--- config.mk ---
export PLATFORM = sky130hd
export DESIGN_NAME = noc_switch
export DESIGN_NICKNAME = d
export VERILOG_FILES = /design/src/verilog/noc_pkg.sv /design/src/verilog/flit_fifo.sv /design/src/verilog/route_table.sv /design/src/verilog/switch_allocator.sv /design/src/verilog/crossbar.sv /design/src/verilog/noc_switch.sv
export SDC_FILE = /design/constraint.sdc
export NUM_CORES = 1
export LEC_CHECK = 0
export ABC_AREA = 1
export BUFFER_PORTS_ARGS = -buffer_cell sky130_fd_sc_hd__buf_2
export CELL_PAD_IN_SITES_DETAIL_PLACEMENT = 0
export CELL_PAD_IN_SITES_GLOBAL_PLACEMENT = 1
export CORE_ASPECT_RATIO = 0.5
export CORE_UTILIZATION = 35
export DETAILED_ROUTE_END_ITERATION = 10
export GPL_TIMING_DRIVEN = 1
export PLACE_DENSITY = 0.63
export SLEW_MARGIN = 10
export SYNTH_ARGS = -nofsm -noshare
export SYNTH_HDL_FRONTEND = slang
export SYNTH_SLANG_ARGS = --single-unit
--- constraint.sdc ---
create_clock -name clk -period 6.3 [get_ports clk]
set_input_delay 1.26 -clock clk [delete_from_list [all_inputs] [get_ports clk]]
set_output_delay 1.26 -clock clk [all_outputs]
set_load 0.01 [all_outputs]
--- src/verilog/noc_pkg.sv ---
`default_nettype none

package noc_pkg;

    // Flit layout is {vc, dest[3:0], payload[26:0]}
    typedef logic [31:0] flit_t;

    // Destination node number, also the route table index
    typedef logic [3:0] node_id_t;

    typedef logic [1:0] port_sel_t;  // Output or input port index

    localparam int NUM_PORTS = 3;    // Inputs and outputs alike
    localparam int NUM_VCS = 2;      // Per input port

    localparam int FIFO_DEPTH = 4;   // Flits per VC, power of two
    localparam int TABLE_SIZE = 16;  // One entry per node

    // Field positions inside flit_t
    localparam int FLIT_VC_BIT = 31;
    localparam int DEST_MSB = 30;
    localparam int DEST_LSB = 27;

endpackage

`default_nettype wire

--- src/verilog/flit_fifo.sv ---
`timescale 1ns/100ps
`default_nettype none

module flit_fifo (
    input  logic           clk,
    input  logic           n_rst,
    input  logic           wr_en,
    input  noc_pkg::flit_t wr_flit,
    input  logic           rd_en,
    output noc_pkg::flit_t rd_flit,
    output logic           full,
    output logic           empty
);
    import noc_pkg::*;

    flit_t mem [FIFO_DEPTH];

    logic [$clog2(FIFO_DEPTH)-1:0] wr_ptr;
    logic [$clog2(FIFO_DEPTH)-1:0] rd_ptr;
    logic [$clog2(FIFO_DEPTH+1)-1:0] count;

    always_ff @(posedge clk, negedge n_rst) begin
        if (!n_rst) begin
            wr_ptr <= '0;
            rd_ptr <= '0;
            count <= '0;
        end else begin
            if (wr_en)
                wr_ptr <= wr_ptr + 1'b1;  // Wraps at depth
            if (rd_en)
                rd_ptr <= rd_ptr + 1'b1;
            case ({wr_en, rd_en})
                2'b10: count <= count + 1'b1;
                2'b01: count <= count - 1'b1;
                default: count <= count;
            endcase
        end
    end

    always_ff @(posedge clk) begin
        if (wr_en)
            mem[wr_ptr] <= wr_flit;
    end

    assign rd_flit = mem[rd_ptr];  // Head visible without latency
    assign full = (int'(count) == FIFO_DEPTH);
    assign empty = (count == '0);

    // Callers must respect full and empty
    assert property (@(posedge clk) disable iff (!n_rst)
        !(wr_en && full) && !(rd_en && empty))
        else $error("flit_fifo overflow or underflow");

endmodule

`default_nettype wire

--- src/verilog/route_table.sv ---
`timescale 1ns/100ps
`default_nettype none

module route_table (
    input  logic                clk,
    input  logic                n_rst,
    input  logic                psel,
    input  logic                penable,
    input  logic                pwrite,
    input  logic [7:0]          paddr,
    input  logic [31:0]         pwdata,
    output logic [31:0]         prdata,
    output logic                pready,
    output logic                pslverr,
    input  noc_pkg::flit_t      head_flit [noc_pkg::NUM_PORTS],
    output noc_pkg::port_sel_t  head_port [noc_pkg::NUM_PORTS]
);
    import noc_pkg::*;

    port_sel_t table_q [TABLE_SIZE];

    logic     access;
    logic     addr_bad;
    logic     data_bad;
    node_id_t apb_idx;
    node_id_t head_dest [NUM_PORTS];

    assign access = psel && penable;
    assign apb_idx = paddr[5:2];
    assign addr_bad = (paddr > 8'(4 * (TABLE_SIZE - 1)));
    assign data_bad = pwrite && (pwdata[1:0] == 2'b11);  // Port 3 does not exist

    assign pready = 1'b1;
    assign pslverr = access && (addr_bad || data_bad);
    assign prdata = addr_bad ? '0 : 32'(table_q[apb_idx]);

    always_ff @(posedge clk, negedge n_rst) begin
        if (!n_rst) begin
            for (int n = 0; n < TABLE_SIZE; n++)
                table_q[n] <= port_sel_t'(n % NUM_PORTS);  // Default spread
        end else if (access && pwrite && !addr_bad && !data_bad) begin
            table_q[apb_idx] <= pwdata[1:0];
        end
    end

    // Lookup per input head
    always_comb begin
        for (int p = 0; p < NUM_PORTS; p++) begin
            head_dest[p] = head_flit[p][DEST_MSB:DEST_LSB];
            head_port[p] = table_q[head_dest[p]];
        end
    end

    for (genvar n = 0; n < TABLE_SIZE; n++) begin : g_chk
        assert property (@(posedge clk) disable iff (!n_rst)
            table_q[n] != 2'd3)
            else $error("route_table entry %0d holds invalid port", n);
    end

endmodule

`default_nettype wire

--- src/verilog/switch_allocator.sv ---
`timescale 1ns/100ps
`default_nettype none

module switch_allocator (
    input  logic                          clk,
    input  logic                          n_rst,
    input  logic [noc_pkg::NUM_PORTS-1:0] head_valid,
    input  noc_pkg::port_sel_t            head_port [noc_pkg::NUM_PORTS],
    input  logic [noc_pkg::NUM_PORTS-1:0] out_free,
    output logic [noc_pkg::NUM_PORTS-1:0] grant_in,
    output noc_pkg::port_sel_t            grant_sel [noc_pkg::NUM_PORTS],
    output logic [noc_pkg::NUM_PORTS-1:0] grant_valid
);
    import noc_pkg::*;

    port_sel_t rr_ptr [NUM_PORTS];              // Last winner per output
    logic [NUM_PORTS-1:0] grant_hits [NUM_PORTS];  // [input][output]

    always_comb begin
        int cand;
        grant_valid = '0;
        for (int o = 0; o < NUM_PORTS; o++) begin
            grant_sel[o] = '0;
            // Walk backwards so the nearest requester after the pointer wins
            for (int k = NUM_PORTS; k >= 1; k--) begin
                cand = (int'(rr_ptr[o]) + k) % NUM_PORTS;
                if (out_free[o] && head_valid[cand] && (int'(head_port[cand]) == o)) begin
                    grant_valid[o] = 1'b1;
                    grant_sel[o] = port_sel_t'(cand);
                end
            end
        end
    end

    always_comb begin
        for (int i = 0; i < NUM_PORTS; i++) begin
            for (int o = 0; o < NUM_PORTS; o++)
                grant_hits[i][o] = grant_valid[o] && (int'(grant_sel[o]) == i);
            grant_in[i] = |grant_hits[i];
        end
    end

    always_ff @(posedge clk, negedge n_rst) begin
        if (!n_rst) begin
            for (int o = 0; o < NUM_PORTS; o++)
                rr_ptr[o] <= port_sel_t'(NUM_PORTS - 1);  // Input 0 first
        end else begin
            for (int o = 0; o < NUM_PORTS; o++)
                if (grant_valid[o])
                    rr_ptr[o] <= grant_sel[o];
        end
    end

    for (genvar g = 0; g < NUM_PORTS; g++) begin : g_chk
        assert property (@(posedge clk) disable iff (!n_rst)
            $onehot0(grant_hits[g]) &&
            (!grant_valid[g] || (head_valid[grant_sel[g]] && head_port[grant_sel[g]] == g)))
            else $error("switch_allocator bad grant at port %0d", g);
    end

endmodule

`default_nettype wire

--- src/verilog/crossbar.sv ---
`timescale 1ns/100ps
`default_nettype none

module crossbar (
    input  logic                          clk,
    input  logic                          n_rst,
    input  noc_pkg::flit_t                head_flit [noc_pkg::NUM_PORTS],
    input  noc_pkg::port_sel_t            grant_sel [noc_pkg::NUM_PORTS],
    input  logic [noc_pkg::NUM_PORTS-1:0] grant_valid,
    input  logic [noc_pkg::NUM_PORTS-1:0] out_ready,
    output logic [noc_pkg::NUM_PORTS-1:0] out_free,
    output noc_pkg::flit_t                out_flit [noc_pkg::NUM_PORTS],
    output logic [noc_pkg::NUM_PORTS-1:0] out_valid
);
    import noc_pkg::*;

    assign out_free = ~out_valid | out_ready;  // Empty or draining now

    always_ff @(posedge clk, negedge n_rst) begin
        if (!n_rst) begin
            out_valid <= '0;
        end else begin
            for (int o = 0; o < NUM_PORTS; o++) begin
                if (grant_valid[o])
                    out_valid[o] <= 1'b1;
                else if (out_ready[o])
                    out_valid[o] <= 1'b0;
            end
        end
    end

    always_ff @(posedge clk) begin
        for (int o = 0; o < NUM_PORTS; o++)
            if (grant_valid[o])
                out_flit[o] <= head_flit[grant_sel[o]];
    end

    // Stalled output must hold
    for (genvar g = 0; g < NUM_PORTS; g++) begin : g_chk
        assert property (@(posedge clk) disable iff (!n_rst)
            out_valid[g] && !out_ready[g] |=> out_valid[g] && $stable(out_flit[g]))
            else $error("crossbar output %0d changed while stalled", g);
    end

endmodule

`default_nettype wire

--- src/verilog/noc_switch.sv ---
`timescale 1ns/100ps
`default_nettype none

module noc_switch (
    input  logic                          clk,
    input  logic                          n_rst,
    input  noc_pkg::flit_t                in_flit [noc_pkg::NUM_PORTS],
    input  logic [noc_pkg::NUM_PORTS-1:0] in_valid,
    output logic [noc_pkg::NUM_PORTS-1:0] in_ready_vc0,
    output logic [noc_pkg::NUM_PORTS-1:0] in_ready_vc1,
    output noc_pkg::flit_t                out_flit [noc_pkg::NUM_PORTS],
    output logic [noc_pkg::NUM_PORTS-1:0] out_valid,
    input  logic [noc_pkg::NUM_PORTS-1:0] out_ready,
    input  logic                          psel,
    input  logic                          penable,
    input  logic                          pwrite,
    input  logic [7:0]                    paddr,
    input  logic [31:0]                   pwdata,
    output logic [31:0]                   prdata,
    output logic                          pready,
    output logic                          pslverr
);
    import noc_pkg::*;

    // Per input, indexed by VC
    flit_t              fifo_head [NUM_PORTS][NUM_VCS];
    logic [NUM_VCS-1:0] fifo_wr [NUM_PORTS];
    logic [NUM_VCS-1:0] fifo_rd [NUM_PORTS];
    logic [NUM_VCS-1:0] fifo_full [NUM_PORTS];
    logic [NUM_VCS-1:0] fifo_empty [NUM_PORTS];

    logic [NUM_PORTS-1:0] vc_sel;   // Preferred VC when both have data
    logic [NUM_PORTS-1:0] cur_vc;   // VC offered this cycle

    flit_t                head_flit [NUM_PORTS];
    logic [NUM_PORTS-1:0] head_valid;
    port_sel_t            head_port [NUM_PORTS];
    logic [NUM_PORTS-1:0] out_free;
    logic [NUM_PORTS-1:0] grant_in;
    port_sel_t            grant_sel [NUM_PORTS];
    logic [NUM_PORTS-1:0] grant_valid;

    for (genvar p = 0; p < NUM_PORTS; p++) begin : g_in
        for (genvar v = 0; v < NUM_VCS; v++) begin : g_vc
            flit_fifo fifo_i (
                .clk     (clk),
                .n_rst   (n_rst),
                .wr_en   (fifo_wr[p][v]),
                .wr_flit (in_flit[p]),
                .rd_en   (fifo_rd[p][v]),
                .rd_flit (fifo_head[p][v]),
                .full    (fifo_full[p][v]),
                .empty   (fifo_empty[p][v])
            );
        end
    end

    always_comb begin
        for (int p = 0; p < NUM_PORTS; p++) begin
            in_ready_vc0[p] = !fifo_full[p][0];
            in_ready_vc1[p] = !fifo_full[p][1];

            fifo_wr[p] = '0;  // Steer by VC bit
            fifo_wr[p][in_flit[p][FLIT_VC_BIT]] =
                in_valid[p] && !fifo_full[p][in_flit[p][FLIT_VC_BIT]];

            case (~fifo_empty[p])
                2'b01: cur_vc[p] = 1'b0;
                2'b10: cur_vc[p] = 1'b1;
                default: cur_vc[p] = vc_sel[p];
            endcase

            head_flit[p] = fifo_head[p][cur_vc[p]];
            head_valid[p] = !fifo_empty[p][cur_vc[p]];

            fifo_rd[p] = '0;
            fifo_rd[p][cur_vc[p]] = grant_in[p];  // Pop what was offered
        end
    end

    always_ff @(posedge clk, negedge n_rst) begin
        if (!n_rst) begin
            vc_sel <= '0;
        end else begin
            for (int p = 0; p < NUM_PORTS; p++)
                if (grant_in[p])
                    vc_sel[p] <= !cur_vc[p];  // Alternate after each pop
        end
    end

    route_table route_table_i (
        .clk       (clk),
        .n_rst     (n_rst),
        .psel      (psel),
        .penable   (penable),
        .pwrite    (pwrite),
        .paddr     (paddr),
        .pwdata    (pwdata),
        .prdata    (prdata),
        .pready    (pready),
        .pslverr   (pslverr),
        .head_flit (head_flit),
        .head_port (head_port)
    );

    switch_allocator switch_allocator_i (
        .clk         (clk),
        .n_rst       (n_rst),
        .head_valid  (head_valid),
        .head_port   (head_port),
        .out_free    (out_free),
        .grant_in    (grant_in),
        .grant_sel   (grant_sel),
        .grant_valid (grant_valid)
    );

    crossbar crossbar_i (
        .clk         (clk),
        .n_rst       (n_rst),
        .head_flit   (head_flit),
        .grant_sel   (grant_sel),
        .grant_valid (grant_valid),
        .out_ready   (out_ready),
        .out_free    (out_free),
        .out_flit    (out_flit),
        .out_valid   (out_valid)
    );

endmodule

`default_nettype wire

Word level (Yosys, flattened, before mapping)
Memories as Yosys holds them, arrays and structs flattened.
Index checks and enable logic that the tools add are counted.
Operators by class
  add/sub/neg operators: 33
  multiply operators: 0
  divide/modulo/power cells: 9
  order comparisons: 42
  equal/unequal tests: 37
  shift operators: 0
  mux-type cells: 157
  bitwise operators: 30
  reductions and logical operators: 85
Operators with widths (count)
  32-bit 2-to-1 mux: 15
  32-bit by 3-bit greater-or-equal comparator with 1-bit output, second input constant: 9
  32-bit by 4-bit less-than comparator with 1-bit output, second input constant: 9
  32-bit by 3-bit modulo with 32-bit output, second input constant: 9
  32-bit inverter: 9
  32-bit binary-select mux with 2-bit select: 3
  2-bit 2-to-1 mux: 37
  1-bit 2-to-1 mux: 63
  2-bit == test, second input constant: 22
  1-bit logical AND: 43
  2-bit binary-select mux with 2-bit select: 9
  3-bit one-hot mux with 2 select lines: 6
  2-bit binary-select mux with 4-bit select: 4
  32-bit bitwise mux: 1
  2-bit by 1-bit adder with 2-bit output, second input constant: 12
  5-bit greater-or-equal comparator, second input constant: 4
  4-bit inverter with 5-bit output: 4
  2-bit by 2-bit adder with 3-bit output, second input constant: 6
  3-bit by 1-bit adder with 3-bit output, second input constant: 6
  1-bit binary-select mux with 2-bit select: 9
  2-bit by 1-bit == test with 1-bit output, second input constant: 9
  3-bit == test, second input constant: 6
  3-bit zero test: 6
  2-bit nonzero test: 9
  21 further kinds: 83
Storage, ports and cells
  bits in registers: 182
  latch bits: 0
  bits in writable memories: 768
  memory bits (read-only): 0
  logic and storage cells: 445
  memories: 6
Memory list
  g_in[0].g_vc[0].fifo_i.mem: depth 4, width 32, rd ports 1, clocked after Yosys merged registers in 0, wr ports 1, RTL line flit_fifo.sv:16  | flit_t mem [FIFO_DEPTH];
  g_in[0].g_vc[1].fifo_i.mem: depth 4, width 32, rd ports 1, clocked after Yosys merged registers in 0, wr ports 1, RTL line flit_fifo.sv:16
  g_in[1].g_vc[0].fifo_i.mem: depth 4, width 32, rd ports 1, clocked after Yosys merged registers in 0, wr ports 1, RTL line flit_fifo.sv:16
  g_in[1].g_vc[1].fifo_i.mem: depth 4, width 32, rd ports 1, clocked after Yosys merged registers in 0, wr ports 1, RTL line flit_fifo.sv:16
  g_in[2].g_vc[0].fifo_i.mem: depth 4, width 32, rd ports 1, clocked after Yosys merged registers in 0, wr ports 1, RTL line flit_fifo.sv:16
  g_in[2].g_vc[1].fifo_i.mem: depth 4, width 32, rd ports 1, clocked after Yosys merged registers in 0, wr ports 1, RTL line flit_fifo.sv:16

Longest topological paths before layout
  depth after elaboration: 26
  depth in mapped cells: 34

Hierarchy
Synthesis repeated with hierarchy kept, for this count alone.
Unflattened totals
  cells, all modules: 4322
  area, all modules: 44517.7 sq um
By module, submodules not included
  flit_fifo: instances 6, cells an instance 422, area each 5456.5 sq um, seq. area each 4018.9 sq um
  crossbar: instances 1, cells an instance 703, area each 5604.1 sq um, seq. area each 2957.8 sq um
  route_table: instances 1, cells an instance 496, area each 3250.6 sq um, seq. area each 813.3 sq um
  noc_switch: instances 1, cells an instance 400, area each 1850.5 sq um, seq. area each 75.1 sq um
  switch_allocator: instances 1, cells an instance 191, area each 1073.5 sq um, seq. area each 153.9 sq um

Worst setup path after synthesis
No wires, ideal clock.
  path type: register to register
  start: reg g_in[1].g_vc[0].fifo_i.count[0]
  end: reg g_in[0].g_vc[1].fifo_i.count[2]
  setup time: 0.131 ns
  arrival time: 4.779 ns
  path slack: 1.390 ns
  cell stages (with the launch flop): 29
  path buffers: 1
  cell sequence: dfrtp_1 > nor3_1 > ha_1 > o21ai_2 > nand3_4 > nand2_4 > buf_4 > nand2_1 > nand3_1 > nand3_1 > nand2_1 > nand2_1 > nand2_1 > nand2_1 > o21ai_1 > inv_1 > nand2_1 > nand2_1 > nand3_1 > nand3_1 > nand3_4 > nand2_1 > inv_1 > ha_1 > inv_1 > fa_1 > a21oi_1 > o21ai_0 > xor2_1
RTL lines
  from (decl): RTL line flit_fifo.sv:20  | logic [$clog2(FIFO_DEPTH+1)-1:0] count;
  from (signal assigned): RTL line flit_fifo.sv:33  | 2'b10: count <= count + 1'b1;
  from (signal assigned): RTL line flit_fifo.sv:34  | 2'b01: count <= count - 1'b1;
  from (signal assigned): RTL line flit_fifo.sv:35  | default: count <= count;
  3-bit zero test *: RTL line flit_fifo.sv:47  | assign empty = (count == '0);
  2-bit inverter: RTL line noc_switch.sv:67  | case (~fifo_empty[p])
  2-bit == test / 2-bit by 1-bit == test with 1-bit output (equally long branches): RTL line noc_switch.sv:67
  1-bit one-hot mux with 2 select lines: RTL line noc_switch.sv:67
  1-bit inverter with 2-bit output (implied by the code): RTL line noc_switch.sv:73  | head_flit[p] = fifo_head[p][cur_vc[p]];
  32-bit 2-to-1 mux (implied by the code) (3 in a row): RTL line noc_switch.sv:73
  4-bit inverter with 5-bit output (implied by the code): RTL line route_table.sv:50  | head_port[p] = table_q[head_dest[p]];
  2-bit binary-select mux with 4-bit select: RTL line route_table.sv:50
  (+9 left out)
  1-bit 2-to-1 mux *: RTL line switch_allocator.sv:27  | if (out_free[o] && head_valid[cand] && (int'(head_port[cand]) == o)) begin
  via crossbar_i.grant_valid (one bit): RTL line crossbar.sv:9  | input logic [noc_pkg::NUM_PORTS-1:0] grant_valid,
  1-bit logical AND *: RTL line switch_allocator.sv:38  | grant_hits[i][o] = grant_valid[o] && (int'(grant_sel[o]) == i);
  3-bit OR reduction *: RTL line switch_allocator.sv:39  | grant_in[i] = |grant_hits[i];
  2-bit bitwise AND (no source line) *
  via g_in[0].g_vc[1].fifo_i.rd_en: RTL line flit_fifo.sv:9  | input logic rd_en,
  2-bit by 1-bit == test with 1-bit output / 2-bit == test (equally long branches): RTL line flit_fifo.sv:32  | case ({wr_en, rd_en})
  3-bit one-hot mux with 2 select lines / 2-bit nonzero test (equally long branches)
  to (signal assigned): RTL line flit_fifo.sv:33
  to (signal assigned): RTL line flit_fifo.sv:34
  to (signal assigned): RTL line flit_fifo.sv:35
  to (decl): RTL line flit_fifo.sv:20
Mark *: on every way through the listed nets, which the timed path passes. The rest lies on a longest branch. The select of a mux whose other input is x is not followed.
A chain may end at the register's enable or synchronous reset.

Worst setup path in the final report
  start: reg g_in[2].g_vc[0].fifo_i.count[1]
  end: reg g_in[0].g_vc[1].fifo_i.count[2]
Between the ends
  word-level cells in the longest chain between the ends: 26
RTL lines (RTL line)
  from (decl): flit_fifo.sv:20
  from (signal assigned): flit_fifo.sv:33
  from (signal assigned): flit_fifo.sv:34
  from (signal assigned): flit_fifo.sv:35
  3-bit zero test *: flit_fifo.sv:47
  2-bit inverter: noc_switch.sv:67
  2-bit == test / 2-bit by 1-bit == test with 1-bit output (equally long branches): noc_switch.sv:67
  1-bit one-hot mux with 2 select lines: noc_switch.sv:67
  1-bit inverter with 2-bit output (implied by the code): noc_switch.sv:73
  32-bit 2-to-1 mux (implied by the code) (3 in a row): noc_switch.sv:73
  4-bit inverter with 5-bit output (implied by the code): route_table.sv:50
  2-bit binary-select mux with 4-bit select: route_table.sv:50
  (+7 left out)
  2-bit 2-to-1 mux (3 in a row): switch_allocator.sv:27
  2-bit zero test: switch_allocator.sv:38
  1-bit logical AND: switch_allocator.sv:38
  3-bit OR reduction *: switch_allocator.sv:39
  2-bit bitwise AND (no source line) *
  via g_in[0].g_vc[1].fifo_i.rd_en: flit_fifo.sv:9
  2-bit by 1-bit == test with 1-bit output / 2-bit == test (equally long branches): flit_fifo.sv:32
  3-bit one-hot mux with 2 select lines / 2-bit nonzero test (equally long branches)
Marked as above.

==> summary.md <==
| Metric | Value |
|---|---|
| Worst-case headroom to the max-slew limit | `19.21%` |
| Area of the die | `118000 um^2` |
| Chip Width | `484.8 um` |
| Final count of pins violating max slew | `0` |
| Count of buffers added by post-CTS timing repair for setup | `0` |
| Min-Delay Path Class | `register to register` |
| Gates resized, CTS repair | `0` |
| Placeable core region | `115400 um^2` |
| Initial Utilization | `35.36%` |
| Most prevalent standard cell on the critical path | `nand2_1` |
| Wire length of the first global-routing pass | `175.5 mm` |
| Run status | `finished, final reports clean` |
| Required time of the worst setup path | `6.86 ns` |
| Cell area after synthesis | `40800 um^2` |
| FMAX | `0.1826 GHz` |
| Clock root buffer | `clkbuf_16` |
| Ratio of cells with drive above 1 in the final layout | `13.99%` |
| Number of warnings reported in the yosys synthesis log | `0` |
| Setup Total Neg Slack | `0 ns` |
| Delay-heaviest family, CP | `simple AND/OR/NAND/NOR gates` |
| Arrival time of data at the critical path endpoint | `6.04 ns` |
| Final weighted congestion in routability-driven placement | `0.8967` |
| Nature of the critical path endpoint | `register` |
| Delay of the slowest cell on the worst path | `0.64 ns` |
| Shortest period the worst path allows | `5.476 ns` |
| Clock latency on the worst-skew pair | `0.69 ns` |
| Clock-pin slew of the registers on the worst-case setup and hold paths | `0.06 ns` |
| H-tree depth reported by CTS | `3` |
| Post-route DRC violation count | `0` |
| Antenna violations before repair | `17` |
| GRT overflow | `0` |
| Setup repair after global routing missed its margin | `false` |
| Pin count of the biggest net entering global routing | `66` |
| Count of clock tree sinks | `950` |
| Vias per inst | `5.250` |
| Number of optimization iterations in the first detailed-route pass | `8` |
| TritonCTS Buffers | `90` |
| Worst Setup Start Kind | `register` |
| Std cell rows | `88` |
| Via count | `27880` |
| Number of hold buffers added after CTS | `0` |
| Number of hold violations in the final report | `0` |
| Share of synthesized area occupied by flip-flops and latches | `68.91%` |
| Final net count | `3895` |
| Unique cell type count in the Yosys netlist | `51` |
| Slowest cell on the critical path | `o21ai_4` |
| TritonCTS clock tree | `built` |
| Number of endpoints failing setup at the final stage | `0` |
| Post-Route WL | `119.8 mm` |
| Buffer levels on the longest clock path | `3` |
| Per-cell routed wire length | `22.55 um` |
| Number of top-level pins | `286` |
| Height of the die | `243.4 um` |
| Tightest Pin Transition | `1.199 ns` |
| Post-synthesis cell count | `3503` |
| Tot GR Track Use | `20.01%` |
| Critical path buffers and inverters | `4` |
| Via count of the first global-routing pass | `26290` |
| # port buffers | `224` |
| CP max FO | `20` |
| Max-capacitance violation count | `0` |
| Post-synthesis area per instance | `11.65 um^2` |
| Maximum clock skew at final layout | `0.02508 ns` |
| Hpwl dp | `74.91 mm` |
| Count of routing violations after the opening detailed-route iteration | `2510` |
| Classification of the worst setup path | `register to register` |
| Relative area change from synthesis to final layout | `14.41%` |
| Post-route fraction of the period consumed by the critical path | `86.91%` |
| Flop and latch count out of synthesis | `950` |
| DRT antenna net count | `0` |
-- final timing paths --
| kind | from | end | slack, ns | depth (start not counted) |
|---|---|---|---|---|
| max in group asynchronous | n_rst | g_in[1].g_vc[0].fifo_i.rd_ptr[0]$_DFFE_PN0P_ | 4.55 | 2 |
| hold reg to reg | g_in[2].g_vc[1].fifo_i.count[0]$_DFFE_PN0P_ | g_in[2].g_vc[1].fifo_i.count[0]$_DFFE_PN0P_ | 0.47 | 1 |
| setup / recovery | g_in[2].g_vc[0].fifo_i.count[1]$_DFFE_PN0P_ | g_in[0].g_vc[1].fifo_i.count[2]$_DFFE_PN0P_ | 0.82 | 31 |
| hold / removal | g_in[2].g_vc[1].fifo_i.count[0]$_DFFE_PN0P_ | g_in[2].g_vc[1].fifo_i.count[0]$_DFFE_PN0P_ | 0.47 | 1 |
| setup reg to reg | g_in[2].g_vc[0].fifo_i.count[1]$_DFFE_PN0P_ | g_in[0].g_vc[1].fifo_i.count[2]$_DFFE_PN0P_ | 0.82 | 31 |
| min in group asynchronous | n_rst | g_in[2].g_vc[1].fifo_i.wr_ptr[1]$_DFFE_PN0P_ | 0.62 | 1 |
-- cell families after synthesis --
family	count (synthesis)	synth area share, %
AO/OA/AOI/OAI	757	11.38
adder cells (fa/ha/maj)	45	1.491
AND/OR/NAND/NOR	1308	13.28
buffers and inverters	418	4.416
XOR/XNOR	22	0.4723
other	2	0.01841
multiplexers	1	0.02454
flip-flops	950	68.91
-- area by class of cell --
type	instances	area [um^2]
inverter	208	780.7
clock inverter	44	620.6
clock buffer	120	2406
tap	1530	1914
fill	10840	68710
multi-input combinational	2164	11210
timing repair buffer	289	1612
antenna	6	15.01
sequential	950	28120
-- synth_stat cells (all sizes together) --
library cell	n	share of area [%]
o21ai	393	4.9
xnor2	9	0.19
o221ai	70	1.5
a311oi	2	0.043
a31oi	27	0.41
nand3b	4	0.074
clkinv	1	0.0092
nor4	1	0.015
conb	2	0.018
a221o	13	0.32
nor2	382	3.5
a21oi	90	1.1
buf	108	1.6
o221a	10	0.28
nand4	1	0.015
clkbuf	102	0.94
a32o	13	0.32
dfstp	13	0.84
a2111oi	2	0.043
ha	39	1.2
o211ai	36	0.66
a22oi	4	0.074
fa	6	0.29
nand2	641	6.0
dfrtp	73	4.5
a221oi	2	0.043
o22ai	57	0.87
inv	207	1.9
nand3	274	3.5
mux2i	1	0.025
edfxtp	864	64
o2111ai	2	0.043
a32oi	13	0.28
o311ai	3	0.064
o22a	20	0.43
xor2	13	0.28
nor3	5	0.061
-- worst reg2reg max path, delay by kind of cell, from the launching register on --
family,cells,cell delay [ns]
and+or+nand+nor,20,2.66
AOI/OAI and AO/OA,3,0.90
adders and majority gates,3,0.89
DFF,1,0.39
buffers and inverters,4,0.36
xor gates and xnor gates,1,0.15
-- flip-flops by register name, indices dropped and copies added, names as in the netlist --
signal and cells:
g_in.g_vc.fifo_i.mem 768, crossbar_i.out_flit 96, route_table_i.table_q 32, g_in.g_vc.fifo_i.count 18
g_in.g_vc.fifo_i.rd_ptr 12, g_in.g_vc.fifo_i.wr_ptr 12, switch_allocator_i.rr_ptr 6, crossbar_i.out_valid 3
vc_sel 3
-- placed cells by master, fill, tap and decap left out, types with 16 or more instances in the layout --
| cell type | count |
|---|---|
| o22a_1 | 20 |
| clkbuf_16 | 91 |
| buf_4 | 66 |
| nand3_1 | 262 |
| clkbuf_1 | 27 |
| o22ai_1 | 57 |
| nor2_1 | 356 |
| o221ai_1 | 70 |
| buf_2 | 223 |
| nand2_2 | 16 |
| a21oi_1 | 90 |
| ha_1 | 39 |
| o21ai_1 | 32 |
| conb_1 | 31 |
| o21ai_0 | 354 |
| o211ai_1 | 36 |
| dfrtp_1 | 67 |
| inv_2 | 21 |
| nor2_4 | 24 |
| inv_1 | 186 |
| a31oi_1 | 27 |
| edfxtp_1 | 864 |
| nand2_1 | 622 |
-- layer usage --
metal | GRT usage, % | up-vias | part of all wire, %
met3 | 3.390 | 163 | 6.0
met4 | 4.877 | 8 | 2.1
li1 | - | 12960 | -
met1 | 28.00 | 13910 | 45
met2 | 32.32 | 848 | 47
met5 | 0 | - | 0.045
-- through the flow --
stage / hold WS [ns] / utilization (%) / setup slack [ns] / std cells / area (um^2)
final: 0.4731 / 40.45 / 0.8245 / 5311 / 46680
after detailed placement: 0.4666 / 37.81 / 0.7624 / 5141 / 43630
after global routing: 0.4970 / 40.45 / 0.3504 / 5310 / 46670
after global placement: 0.4622 / 37.81 / 0.8598 / 5141 / 43630
after floorplan: 0.4465 / - / 1.390 / 3532 / 40910
after CTS: 0.4799 / 40.44 / 0.8113 / 5305 / 46660
Power is left out: the tool's default activity adds up to more than one toggle a clock period on the data nets, which glitch-free logic cannot reach.
